$ cat config.mk
export PLATFORM = sky130hd
export DESIGN_NAME = tcdm_adapter
export DESIGN_NICKNAME = d
export VERILOG_FILES = /design/src/amo_pkg.sv /design/src/tcdm_adapter.sv /design/src/tcdm_resp_buffer.sv /design/src/amo_alu.sv /design/src/lrsc_monitor.sv /design/src/tcdm_req_ctrl.sv
export SDC_FILE = /design/constraint.sdc
export NUM_CORES = 1
export LEC_CHECK = 0
export ABC_AREA = 1
export BUFFER_PORTS_ARGS = -buffer_cell sky130_fd_sc_hd__buf_4
export CAP_MARGIN = 25
export CORE_MARGIN = 5
export CORE_UTILIZATION = 60
export CTS_CLUSTER_SIZE = 16
export DETAILED_ROUTE_END_ITERATION = 6
export PLACE_DENSITY = 0.83
export SYNTH_ARGS = -nofsm -noshare
export SYNTH_HDL_FRONTEND = slang
export SYNTH_HIERARCHICAL = 1
export SYNTH_SLANG_ARGS = --single-unit
$ cat constraint.sdc
create_clock -name clk_i -period 8.85 [get_ports clk_i]
set_input_delay 0.4425 -clock clk_i [delete_from_list [all_inputs] [get_ports clk_i]]
set_output_delay 0.4425 -clock clk_i [all_outputs]
set_load 0.01 [all_outputs]
$ cat src/amo_pkg.sv
package amo_pkg;

  // --------------------
  // bus widths
  // --------------------

  localparam int unsigned addr_width = 32;
  // only 32-bit words are supported
  localparam int unsigned data_width = 32;
  localparam int unsigned be_width   = data_width / 8;

  // metadata tag, core id in the upper bits, transaction id below
  localparam int unsigned core_id_width = 3;
  localparam int unsigned txn_id_width  = 3;
  localparam int unsigned meta_width    = core_id_width + txn_id_width;

  // all bytes written on the atomic write-back
  localparam logic [be_width-1:0] be_full = '1;

  // --------------------
  // opcodes and states
  // --------------------

  // codes 12 to 15 are unused and behave like amo_none
  typedef enum logic [3:0] {
    amo_none = 4'h0,
    amo_swap = 4'h1,
    amo_add  = 4'h2,
    amo_and  = 4'h3,
    amo_or   = 4'h4,
    amo_xor  = 4'h5,
    amo_max  = 4'h6,
    amo_maxu = 4'h7,
    amo_min  = 4'h8,
    amo_minu = 4'h9,
    amo_lr   = 4'ha,
    amo_sc   = 4'hb
  } amo_op_e;

  // atomic sequencer, one extra cycle for the write-back
  typedef enum logic {
    idle       = 1'b0,
    write_back = 1'b1
  } amo_state_e;

  // read-modify-write opcodes, swap up to minu
  function automatic logic is_rmw(logic [3:0] op);
    return (op >= amo_swap) && (op <= amo_minu);
  endfunction

endpackage
$ cat src/tcdm_adapter.sv
module tcdm_adapter import amo_pkg::*; (
  input  logic                  clk_i,
  input  logic                  rst_ni,
  // core request
  input  logic                  in_valid_i,
  output logic                  in_ready_o,
  input  logic [addr_width-1:0] in_addr_i,
  input  logic [3:0]            in_amo_i,
  input  logic                  in_write_i,
  input  logic [data_width-1:0] in_wdata_i,
  input  logic [be_width-1:0]   in_be_i,
  input  logic [meta_width-1:0] in_meta_i,
  // core response
  output logic                  in_valid_o,
  input  logic                  in_ready_i,
  output logic [data_width-1:0] in_rdata_o,
  output logic [meta_width-1:0] in_meta_o,
  // sram bank
  output logic                  out_req_o,
  output logic [addr_width-1:0] out_addr_o,
  output logic                  out_write_o,
  output logic [data_width-1:0] out_wdata_o,
  output logic [be_width-1:0]   out_be_o,
  input  logic [data_width-1:0] out_rdata_i
);

  logic                  req_accept;
  logic                  resp_expect;
  logic                  is_sc;
  logic                  sc_success;
  logic                  resp_hold;
  amo_op_e               amo_op;
  logic [data_width-1:0] amo_operand;
  logic [data_width-1:0] amo_result;

  // --------------------
  // request path
  // --------------------

  tcdm_req_ctrl i_req_ctrl (
    .clk_i        (clk_i),
    .rst_ni       (rst_ni),
    .in_valid_i   (in_valid_i),
    .in_addr_i    (in_addr_i),
    .in_amo_i     (in_amo_i),
    .in_write_i   (in_write_i),
    .in_wdata_i   (in_wdata_i),
    .in_be_i      (in_be_i),
    .in_ready_o   (in_ready_o),
    .resp_hold_i  (resp_hold),
    .sc_success_i (sc_success),
    .amo_result_i (amo_result),
    .req_accept_o (req_accept),
    .resp_expect_o(resp_expect),
    .is_sc_o      (is_sc),
    .out_req_o    (out_req_o),
    .out_addr_o   (out_addr_o),
    .out_write_o  (out_write_o),
    .out_wdata_o  (out_wdata_o),
    .out_be_o     (out_be_o),
    .amo_op_o     (amo_op),
    .amo_operand_o(amo_operand)
  );

  lrsc_monitor i_lrsc_monitor (
    .clk_i       (clk_i),
    .rst_ni      (rst_ni),
    .req_accept_i(req_accept),
    .in_amo_i    (in_amo_i),
    .in_write_i  (in_write_i),
    .in_addr_i   (in_addr_i),
    .in_meta_i   (in_meta_i),
    .sc_success_o(sc_success)
  );

  // old word arrives from the bank in the write-back cycle
  amo_alu i_amo_alu (
    .amo_op_i    (amo_op),
    .mem_rdata_i (out_rdata_i),
    .operand_i   (amo_operand),
    .amo_result_o(amo_result)
  );

  // --------------------
  // response path
  // --------------------

  tcdm_resp_buffer i_resp_buffer (
    .clk_i        (clk_i),
    .rst_ni       (rst_ni),
    .req_accept_i (req_accept),
    .resp_expect_i(resp_expect),
    .is_sc_i      (is_sc),
    .sc_success_i (sc_success),
    .in_meta_i    (in_meta_i),
    .out_rdata_i  (out_rdata_i),
    .in_valid_o   (in_valid_o),
    .in_ready_i   (in_ready_i),
    .in_rdata_o   (in_rdata_o),
    .in_meta_o    (in_meta_o),
    .resp_hold_o  (resp_hold)
  );

endmodule

$ cat src/tcdm_resp_buffer.sv
module tcdm_resp_buffer import amo_pkg::*; (
  input  logic                  clk_i,
  input  logic                  rst_ni,
  // request side strobes
  input  logic                  req_accept_i,
  input  logic                  resp_expect_i,
  input  logic                  is_sc_i,
  input  logic                  sc_success_i,
  input  logic [meta_width-1:0] in_meta_i,
  // bank read data, one cycle after the read
  input  logic [data_width-1:0] out_rdata_i,
  // core response
  output logic                  in_valid_o,
  input  logic                  in_ready_i,
  output logic [data_width-1:0] in_rdata_o,
  output logic [meta_width-1:0] in_meta_o,
  output logic                  resp_hold_o
);

  // accepted last cycle
  logic push_q;
  logic sc_q;
  logic sc_ok_q;

  logic                  meta_push;
  logic                  pop;
  logic [data_width-1:0] resp_data;

  // two-entry queues, write pointers apart, read pointer shared
  logic                  meta_wr_q;
  logic                  data_wr_q;
  logic                  rd_q;
  logic [1:0]            meta_cnt_q;
  logic [1:0]            data_cnt_q;
  logic [meta_width-1:0] meta_mem [2];
  logic [data_width-1:0] data_mem [2];

  // metadata enters at acceptance, data one cycle later
  assign meta_push = req_accept_i && resp_expect_i;
  // sc reports 0 on success and 1 on failure
  assign resp_data = sc_q ? {{(data_width-1){1'b0}}, !sc_ok_q} : out_rdata_i;

  // --------------------
  // core side
  // --------------------

  // data counts as present when it is queued or arriving this cycle
  assign in_valid_o  = (meta_cnt_q != 2'd0) && ((data_cnt_q != 2'd0) || push_q);
  assign pop         = in_valid_o && in_ready_i;
  assign resp_hold_o = in_valid_o && !in_ready_i;
  assign in_meta_o   = meta_mem[rd_q];
  // empty data queue passes the arriving word straight through
  assign in_rdata_o  = (data_cnt_q == 2'd0) ? resp_data : data_mem[rd_q];

  always_ff @(posedge clk_i or negedge rst_ni) begin
    if (!rst_ni) begin
      push_q     <= 1'b0;
      sc_q       <= 1'b0;
      sc_ok_q    <= 1'b0;
      meta_wr_q  <= 1'b0;
      data_wr_q  <= 1'b0;
      rd_q       <= 1'b0;
      meta_cnt_q <= 2'd0;
      data_cnt_q <= 2'd0;
    end else begin
      push_q     <= meta_push;
      sc_q       <= req_accept_i && is_sc_i;
      sc_ok_q    <= sc_success_i;
      meta_wr_q  <= meta_wr_q ^ meta_push;
      data_wr_q  <= data_wr_q ^ push_q;
      rd_q       <= rd_q ^ pop;
      meta_cnt_q <= meta_cnt_q + 2'(meta_push) - 2'(pop);
      data_cnt_q <= data_cnt_q + 2'(push_q) - 2'(pop);
    end
  end

  always_ff @(posedge clk_i) begin
    if (meta_push) begin
      meta_mem[meta_wr_q] <= in_meta_i;
    end
    if (push_q) begin
      data_mem[data_wr_q] <= resp_data;
    end
  end

endmodule

$ cat src/amo_alu.sv
module amo_alu import amo_pkg::*; (
  input  amo_op_e               amo_op_i,
  input  logic [data_width-1:0] mem_rdata_i,
  input  logic [data_width-1:0] operand_i,
  output logic [data_width-1:0] amo_result_o
);

  // shared adder, one bit wider for the compare sign
  logic [data_width:0] add_a;
  logic [data_width:0] add_b;
  logic                add_cin;
  logic [data_width:0] add_sum;
  // memory word below operand
  logic                mem_lt;

  always_comb begin
    // plain add with sign-extended inputs
    add_a   = {mem_rdata_i[data_width-1], mem_rdata_i};
    add_b   = {operand_i[data_width-1], operand_i};
    add_cin = 1'b0;
    case (amo_op_i)
      amo_max, amo_min: begin
        // signed subtract, mem - operand
        add_b   = ~{operand_i[data_width-1], operand_i};
        add_cin = 1'b1;
      end
      amo_maxu, amo_minu: begin
        // unsigned subtract on zero-extended words
        add_a   = {1'b0, mem_rdata_i};
        add_b   = ~{1'b0, operand_i};
        add_cin = 1'b1;
      end
      default: ;
    endcase
  end

  assign add_sum = add_a + add_b + {{data_width{1'b0}}, add_cin};
  assign mem_lt  = add_sum[data_width];

  // --------------------
  // result select
  // --------------------

  always_comb begin
    case (amo_op_i)
      amo_swap: amo_result_o = operand_i;
      amo_add:  amo_result_o = add_sum[data_width-1:0];
      amo_and:  amo_result_o = mem_rdata_i & operand_i;
      amo_or:   amo_result_o = mem_rdata_i | operand_i;
      amo_xor:  amo_result_o = mem_rdata_i ^ operand_i;
      amo_max,
      amo_maxu: amo_result_o = mem_lt ? operand_i : mem_rdata_i;
      amo_min,
      amo_minu: amo_result_o = mem_lt ? mem_rdata_i : operand_i;
      // anything else leaves memory unchanged
      default:  amo_result_o = mem_rdata_i;
    endcase
  end

endmodule

$ cat src/lrsc_monitor.sv
module lrsc_monitor import amo_pkg::*; (
  input  logic                  clk_i,
  input  logic                  rst_ni,
  input  logic                  req_accept_i,
  input  logic [3:0]            in_amo_i,
  input  logic                  in_write_i,
  input  logic [addr_width-1:0] in_addr_i,
  input  logic [meta_width-1:0] in_meta_i,
  output logic                  sc_success_o
);

  // reservation, one for the whole bank
  logic                     resv_valid_q;
  logic [addr_width-1:0]    resv_addr_q;
  logic [core_id_width-1:0] resv_core_q;

  amo_op_e                  op;
  logic [core_id_width-1:0] core_id;
  logic                     own_core;
  logic                     addr_hit;
  logic                     is_lr;
  logic                     is_sc;
  logic                     mem_update;
  logic                     take_lr;
  logic                     disturb;
  logic                     sc_owner;

  assign op      = amo_op_e'(in_amo_i);
  // core id comes straight from the upper metadata bits
  assign core_id = in_meta_i[meta_width-1 -: core_id_width];

  assign own_core = (resv_core_q == core_id);
  assign addr_hit = (resv_addr_q == in_addr_i);
  assign is_lr    = (op == amo_lr);
  assign is_sc    = (op == amo_sc);

  // stores and atomics change memory behind the reservation
  assign mem_update = is_rmw(in_amo_i) || (in_write_i && !is_lr && !is_sc);

  // --------------------
  // reservation rules
  // --------------------

  // lr may only replace a reservation of its own core
  assign take_lr  = req_accept_i && is_lr && (!resv_valid_q || own_core);
  // write from someone else kills it
  assign disturb  = req_accept_i && resv_valid_q && !own_core && addr_hit && mem_update;
  // any sc of the owner consumes the reservation
  assign sc_owner = resv_valid_q && is_sc && own_core;

  assign sc_success_o = sc_owner && addr_hit;

  always_ff @(posedge clk_i or negedge rst_ni) begin
    if (!rst_ni) begin
      resv_valid_q <= 1'b0;
    end else if (take_lr) begin
      resv_valid_q <= 1'b1;
    end else if (disturb || (req_accept_i && sc_owner)) begin
      resv_valid_q <= 1'b0;
    end
  end

  always_ff @(posedge clk_i) begin
    if (take_lr) begin
      resv_addr_q <= in_addr_i;
      resv_core_q <= core_id;
    end
  end

endmodule

$ cat src/tcdm_req_ctrl.sv
module tcdm_req_ctrl import amo_pkg::*; (
  input  logic                  clk_i,
  input  logic                  rst_ni,
  // core request
  input  logic                  in_valid_i,
  input  logic [addr_width-1:0] in_addr_i,
  input  logic [3:0]            in_amo_i,
  input  logic                  in_write_i,
  input  logic [data_width-1:0] in_wdata_i,
  input  logic [be_width-1:0]   in_be_i,
  output logic                  in_ready_o,
  // feedback from response side, reservation and alu
  input  logic                  resp_hold_i,
  input  logic                  sc_success_i,
  input  logic [data_width-1:0] amo_result_i,
  // per-request strobes
  output logic                  req_accept_o,
  output logic                  resp_expect_o,
  output logic                  is_sc_o,
  // bank port
  output logic                  out_req_o,
  output logic [addr_width-1:0] out_addr_o,
  output logic                  out_write_o,
  output logic [data_width-1:0] out_wdata_o,
  output logic [be_width-1:0]   out_be_o,
  // latched atomic for the alu
  output amo_op_e               amo_op_o,
  output logic [data_width-1:0] amo_operand_o
);

  amo_state_e            state_q, state_d;
  amo_op_e               amo_op_q;
  logic [addr_width-1:0] addr_q;
  logic [data_width-1:0] operand_q;

  logic is_rmw_req;
  logic is_lr;
  logic is_store;
  logic load_amo;

  // --------------------
  // request decode
  // --------------------

  assign is_rmw_req = is_rmw(in_amo_i);
  assign is_lr      = (amo_op_e'(in_amo_i) == amo_lr);
  assign is_sc_o    = (amo_op_e'(in_amo_i) == amo_sc);
  // plain store, atomics and lr/sc win over the write flag
  assign is_store   = in_write_i && !is_rmw_req && !is_lr && !is_sc_o;

  // every non-store gets a response
  assign resp_expect_o = !is_store;

  // stall on a held response and while the bank is busy with a write-back
  assign in_ready_o   = !resp_hold_i && (state_q == idle);
  assign req_accept_o = in_valid_i && in_ready_o;
  assign load_amo     = req_accept_o && is_rmw_req;

  assign amo_op_o      = amo_op_q;
  assign amo_operand_o = operand_q;

  // --------------------
  // bank port and fsm
  // --------------------

  always_comb begin
    // default is pass-through of the core request
    state_d     = state_q;
    out_req_o   = req_accept_o;
    out_addr_o  = in_addr_i;
    // an sc only writes when the reservation holds
    out_write_o = is_store || (is_sc_o && sc_success_i);
    out_wdata_o = in_wdata_i;
    out_be_o    = in_be_i;

    case (state_q)
      idle: begin
        if (load_amo) begin
          state_d = write_back;
        end
      end
      write_back: begin
        // claim the bank for the new word
        out_req_o   = 1'b1;
        out_addr_o  = addr_q;
        out_write_o = 1'b1;
        out_wdata_o = amo_result_i;
        out_be_o    = be_full;
        state_d     = idle;
      end
      default: state_d = idle;
    endcase
  end

  always_ff @(posedge clk_i or negedge rst_ni) begin
    if (!rst_ni) begin
      state_q  <= idle;
      amo_op_q <= amo_none;
    end else begin
      state_q <= state_d;
      if (load_amo) begin
        amo_op_q <= amo_op_e'(in_amo_i);
      end
    end
  end

  // address and operand of the pending atomic
  always_ff @(posedge clk_i) begin
    if (load_amo) begin
      addr_q    <= in_addr_i;
      operand_q <= in_wdata_i;
    end
  end

endmodule

# ---- Yosys cells after proc, flatten, opt, wreduce, memory -nomap -nowiden
# Memories as Yosys holds them, arrays and structs flattened.
# Index checks and enable logic that the tools add are counted.
dict set report op_classes {
  n_mux 21
  n_eq_ne 13
  bitwise_logic 9
  reduce_logical 48
  order_cmp 2
  n_addsub 6
}
# operator n
set op_table {}
lappend op_table {{32-bit case mux with 7 select lines} 1}
lappend op_table {{32-bit two-way mux} 6}
lappend op_table {{33-bit case mux with 2 select lines} 1}
lappend op_table {{33-bit by 1-bit adder with 33-bit output} 1}
lappend op_table {{33-bit adder} 1}
lappend op_table {{33-bit two-way mux} 1}
lappend op_table {{32-bit NOT with 33-bit output} 1}
lappend op_table {{33-bit NOT} 1}
lappend op_table {{32-bit AND} 1}
lappend op_table {{32-bit == test} 1}
lappend op_table {{32-bit bitwise OR} 1}
lappend op_table {{32-bit bitwise XOR} 1}
lappend op_table {{1-bit logical AND} 25}
lappend op_table {{4-bit by 3-bit == test with 1-bit output, second input constant} 4}
lappend op_table {{4-bit == test, second input constant} 4}
lappend op_table {{1-bit two-way mux} 10}
lappend op_table {{1-bit logical NOT} 9}
lappend op_table {{4-bit by 2-bit == test with 1-bit output, second input constant} 2}
lappend op_table {{2-bit OR reduction} 4}
lappend op_table {{2-bit nonzero test} 3}
lappend op_table {{1-bit logical OR} 5}
lappend op_table {{2-bit by 1-bit adder with 2-bit output} 2}
lappend op_table {{4-bit by 1-bit == test with 1-bit output, second input constant} 1}
lappend op_table {{4-bit by 1-bit greater-or-equal comparator with 1-bit output, second input constant} 1}
lappend op_table {{9 further kinds} 12}
dict set report totals {
  out_inout_bits 110
  ramBits 76
  wordCells 116
  mem_count 2
  ff_bits 115
}
# memory words word_bits rd rd_clocked_by_memory_dff write_ports line_no
set memory_table {}
lappend memory_table {i_resp_buffer.data_mem 2 32 1 0 1 tcdm_resp_buffer.sv:36} ;# logic [data_width-1:0] data_mem [2];
lappend memory_table {i_resp_buffer.meta_mem 2 6 1 0 1 tcdm_resp_buffer.sv:35} ;# logic [meta_width-1:0] meta_mem [2];

# ---- Logic depth before layout (Yosys ltp)
dict set report depth {
  depth_word 14
  ltp_mapped 27
  ltp_nobuf 25
}

# ---- Cells and area by module
# The synthesis kept the hierarchy.
# module instances seq_area_each_um2 area_each_um2 cells_each
set by_module_without_submodules {}
lappend by_module_without_submodules {amo_alu 1 0.0 6387.4 1169}
lappend by_module_without_submodules {tcdm_resp_buffer 1 2532.4 3848.7 391}
lappend by_module_without_submodules {tcdm_req_ctrl 1 2047.0 3110.5 322}
lappend by_module_without_submodules {lrsc_monitor 1 1076.0 1694.1 162}

# ---- Worst setup path after synthesis
# OpenSTA, ideal clock, no wires.
dict set report synth_timing {
  path_kind {register to output}
  startpoint {register i_req_ctrl.amo_op_q[3], in the netlist i_req_ctrl/amo_op_o[3]}
  endpoint {output port out_wdata_o[14]}
  stages_incl_launch_ff 27
  setup_slack_ns 5.058
  arrival_ns 3.350
  path_cell_list {dfrtp_1 nor2_2 nand2_1 nand2_4 buf_1 inv_1 fa_1 inv_1 fa_1 nand2_1 nand2_1 nand3_1 nand2_1 nand2_2 nand2_4 nand2_4 nand2_4 nand2_2 buf_6 buf_6 nand3_2 nand3_1 nand3_1 nand2_1 inv_1 nand2_1 nand2_1}
}
dict set report synth_between {
  elab_chain_len 8
  elab_cells_between_ends 23
  classes_between {2 x add/sub; 9 x eq/ne; 7 x mux; 5 x reduce/logical}
}
# item line_no
set synth_lines {}
lappend synth_lines {{start, declared} tcdm_req_ctrl.sv:32} ;# amo_op_e amo_op_q;
lappend synth_lines {{start signal, assigned} tcdm_req_ctrl.sv:98} ;# amo_op_q <= amo_none;
lappend synth_lines {{start signal, assigned} tcdm_req_ctrl.sv:102} ;# amo_op_q <= amo_op_e'(in_amo_i);
lappend synth_lines {{4-bit by 3-bit == test with 1-bit output or 4-bit == test (tied branches)} {amo_alu.sv:21, amo_alu.sv:45}}
lappend synth_lines {{2-bit OR reduction} n/a}
lappend synth_lines {{33-bit case mux with 2 select lines or 33-bit two-way mux (tied branches)} amo_alu.sv:21} ;# case (amo_op_i)
lappend synth_lines {{33-bit adder} amo_alu.sv:37} ;# assign add_sum = add_a + add_b + {{data_width{1'b0}}, add_cin};
lappend synth_lines {{33-bit by 1-bit adder with 33-bit output} amo_alu.sv:37}
lappend synth_lines {{32-bit two-way mux (on tied branches)} {amo_alu.sv:54, amo_alu.sv:52}}
lappend synth_lines {{32-bit case mux with 7 select lines (*)} amo_alu.sv:45} ;# case (amo_op_i)
lappend synth_lines {{net amo_result[14]} tcdm_adapter.sv:34} ;# logic [data_width-1:0] amo_result;
lappend synth_lines {{32-bit two-way mux (*)} tcdm_req_ctrl.sv:76} ;# case (state_q)
lappend synth_lines {{end, declared} tcdm_adapter.sv:22} ;# output logic [data_width-1:0] out_wdata_o,
# The timed path passes the listed nets; every way through them passes the cells marked *.

# ---- Final worst setup path
dict set report layout_timing {
  startpoint {register i_req_ctrl.amo_op_q[1], in the netlist i_req_ctrl/amo_op_o[1]}
  endpoint {output port out_wdata_o[31]}
}
# The elaborated chain is that of the path after synthesis.

==> results.json <==
{
  "cts_tree": "yes",
  "critPathMaxFanout": 38,
  "grt_use_total_pct": 30.9,
  "synth_edf_count": 175,
  "power.density_mw_per_mm2": 330,
  "final_hold_viol_count": 0,
  "initial_core_util_pct": 60.2,
  "fin_crit_ns": 5.89,
  "drt_pre_antenna_iters": 6,
  "antenna_found_initial": 0,
  "gp_congestion": 0.962,
  "clk_root_buffer_cell": "clkbuf_16",
  "wire_per_inst_um": 17.6,
  "p_int_mw": 2.82,
  "startpoint_type": "flip-flop",
  "cts-buffers-inserted": 17,
  "cpMaxStageDelayCell": "nand3_2",
  "synth_cells": 2044,
  "ys_types": 53,
  "dieArea_sq_mm": 0.0283,
  "grt_pass1_wl_um": 70600,
  "r2r_cells": 10,
  "dr_total_vias": 14612,
  "routed_wl_um": 45300,
  "cp.required_ns": 8.41,
  "yosysWarnings": 6,
  "cpMostUsedCell": "nand2_1",
  "drive_gt1_share_pct": 14.5,
  "route.detailed.drc": 0,
  "first_global_vias": 13796,
  "fill_cells": 2039,
  "p_sw_mw": 2.94,
  "maxSlewHeadroom_pct": 32.8,
  "peakVddDrop_v": 0.000254,
  "synthArstFlopShare_pct": 8.38,
  "pin_count": 225,
  "clkPwrFrac_pct": 14.2,
  "path_class": "flip-flop to output pin",
  "clk-insertion-delay-late_ns": 0.44,
  "antenna_cells": 0,
  "syn_area_sq_mm": 0.0150,
  "critical_path.cell_chain": "nor2_1, nand2_1, nand2_4, xor2_1, fa_1, inv_1, fa_1, nand2_1, nand2_1, nand3_1, nand2_1, nand2_2, nand2_4, nand2_4, nand3_2, nand2_4, nand2_1, nand3_1, nand2_1, nor2_1, nand2_1, nand2_1, nand2_1, buf_4",
  "chipWidth_um": 168,
  "min_delay_path_depth": 1,
  "max-clock-path-buffers": 2,
  "drv_slew": 0,
  "status": "complete, no violations",
  "setup_viol": 0,
  "finalCritPeriodShare_pct": 66.6,
  "fmax_ghz": 0.170,
  "clk_pin_slew_ns": 0.08,
  "swShare_pct": 51.1,
  "hold_path_class": "primary input to flip-flop",
  "drt_iter0_drc": 1623,
  "ys_ff_latch": 191,
  "grt_overflow": 0,
  "layout.nets": 2443,
  "fin_skew_ns": 0.0228,
  "post_cts_resized": 0,
  "synth.avg_cell_area_sq_um": 7.36,
  "p_comb_share_pct": 65.3,
  "cts_sinks": 191,
  "core_area_sq_mm": 0.0250,
  "die_h_um": 168,
  "max-cap-violations": 0,
  "whs_ns": 0.171,
  "arrival_ns": 5.45,
  "viasPerCell": 5.69,
  "seq_area_frac_synth_pct": 37.6,
  "end_kind": "output pin",
  "p_leak_nw": 8.85,
  "htreeDepth": 4,
  "placementRows": 58,
  "ant_nets": 0,
  "dp_hpwl_um": 33500,
  "fin_setup_tns_ns": 0,
  "rsz0062_at_grt": "false",
  "grt_max_degree": 69,
  "synth_nets": 2264,
  "area_delta_synth_final_pct": 16.0,
  "cp_slowest_stage_delay_ns": 0.76,
  "seq_power_share_pct": 20.6,
  "ys.flop_type": "edfxtp_1",
  "port_buffers": 224,
  "worstMarginPinSlew_ns": 1.01
}
==> layout by cell type (no fill, tap or decap), types with 3 or more instances in the layout <==
cell type and count:
a211oi_1 16, a21oi_1 41, a221oi_1 10, buf_16 3
buf_4 234, clkbuf_16 17, clkinv_8 5, dfrtp_1 15
edfxtp_1 175, ha_1 103, inv_1 251, inv_2 8
inv_8 4, nand2_1 780, nand2_2 3, nand2_4 8
nand3_1 224, nand3_2 12, nand3b_1 4, nand4_1 12
nor2_1 95, nor2_2 4, nor3_1 11, o21ai_0 39
o21ai_1 33, o21bai_1 4, o221ai_1 11, o22ai_1 6
or2_2 9, xnor2_1 29, xor2_1 34
==> final timing paths <==
check                      slack [ns]                                       to                                   from
max                              2.96                          out_wdata_o[31]     i_req_ctrl/amo_op_o[1]$_DFFE_PN0P_
max in group asynchronous        8.20             i_req_ctrl/state_q$_DFF_PN0_                                 rst_ni
min                              0.17    i_req_ctrl/amo_operand_o[5]$_DFFE_PP_                          in_wdata_i[5]
min in group asynchronous        0.42  i_lrsc_monitor/resv_valid_q$_DFFE_PN0P_                                 rst_ni
min reg2reg                      0.52    i_resp_buffer/meta_cnt_q[1]$_DFF_PN0_  i_resp_buffer/meta_cnt_q[1]$_DFF_PN0_
max reg2reg                      6.05   i_req_ctrl/amo_operand_o[10]$_DFFE_PP_  i_resp_buffer/data_cnt_q[1]$_DFF_PN0_
==> what timing repair did <==
item | CTS | global route
hold buffers | 1 | 0
endpoints found under the hold margin | 16 | 0
buffers inserted | 0 | 0
==> cells in the mapped netlist, types with 12 or more instances <==
| cell type | instances | area (sq um) |
|---|---|---|
| xor2_1 | 34 | 298 |
| a21oi_1 | 41 | 205 |
| dfrtp_1 | 16 | 400 |
| nand3_1 | 224 | 1120 |
| xnor2_1 | 29 | 254 |
| buf_2 | 29 | 145 |
| o21ai_0 | 39 | 195 |
| nand3_2 | 12 | 120 |
| ha_1 | 103 | 1290 |
| edfxtp_1 | 175 | 5260 |
| nand4_1 | 12 | 75.1 |
| buf_4 | 15 | 113 |
| nand2_1 | 780 | 2930 |
| inv_1 | 252 | 946 |
| nor2_1 | 95 | 357 |
| a211oi_1 | 16 | 120 |
| o21ai_1 | 33 | 165 |
| clkbuf_1 | 17 | 63.8 |
==> metrics by stage <==
stage | utilization [%] | instances | area, sq um | power (mW) | setup WS (ns)
after global placement | 67.0 | 2530 | 16700 | 4.74 | 3.76
after global routing | 69.9 | 2566 | 17400 | 6.20 | 2.62
after CTS | 69.9 | 2566 | 17400 | 5.70 | 3.07
after floorplan | - | 2044 | 15000 | 3.87 | 5.06
final | 69.9 | 2566 | 17400 | 5.76 | 2.96
after detailed placement | 67.4 | 2533 | 16800 | 4.86 | 3.57
==> state kept, by name, indices dropped and copies added (netlist names), 2 cells and up <==
| signal | cells |
|---|---|
| i_resp_buffer/meta_cnt_q | 2 |
| i_resp_buffer/data_mem | 64 |
| i_req_ctrl/amo_op_o | 4 |
| i_lrsc_monitor/resv_core_q | 3 |
| i_req_ctrl/addr_q | 32 |
| i_lrsc_monitor/resv_addr_q | 32 |
| i_resp_buffer/meta_mem | 12 |
| i_req_ctrl/amo_operand_o | 32 |
| i_resp_buffer/data_cnt_q | 2 |
==> critical path: cells and delay by family, from the launching register on <==
family | cells | cell delay (ns)
fa+ha+maj | 2 | 0.60
xor+xnor | 1 | 0.26
simple gates | 19 | 3.44
buf+inv | 2 | 0.23
flops | 1 | 0.46
==> layer usage <==
layer  track usage (%)  routed length [um]  share of wire [%]  vias to the layer above
li1                  -                   -                  -                     6972
met1              41.8               18500                 41                     6745
met2              49.9               20700                 46                      783
met3              6.72                4860                 11                      112
met4              9.74                1180                2.6                        0
met5                 0                   0                  0                        -
==> cell families after synthesis <==
logic type / after synthesis / synth area share, %
compound gates: 171 / 6.91
simple gates: 1173 / 33.2
xor+xnor: 64 / 3.78
buf+inv: 340 / 9.72
flops: 191 / 37.6
fa+ha+maj: 105 / 8.83
==> final cells by class <==
cell class	count	area, sq um	share of cell area [%]
multi-input combinational	1513	7920	45.4
clock inverter	15	195	1.12
sequential	191	5660	32.4
inverter	262	986	5.65
timing repair buffer	238	1850	10.6
clock buffer	17	425	2.44
tap	330	413	2.37
==> power by group through the flow <==
stage | logic (mW) | registers, mW | clock network (mW)
after floorplan | 2.68 | 1.19 | 0
after global placement | 3.54 | 1.20 | 0
after detailed placement | 3.66 | 1.20 | 0
after CTS | 3.69 | 1.18 | 0.825
after global routing | 4.14 | 1.20 | 0.869
final | 3.76 | 1.18 | 0.816
Power figures use the tool's default switching activity.
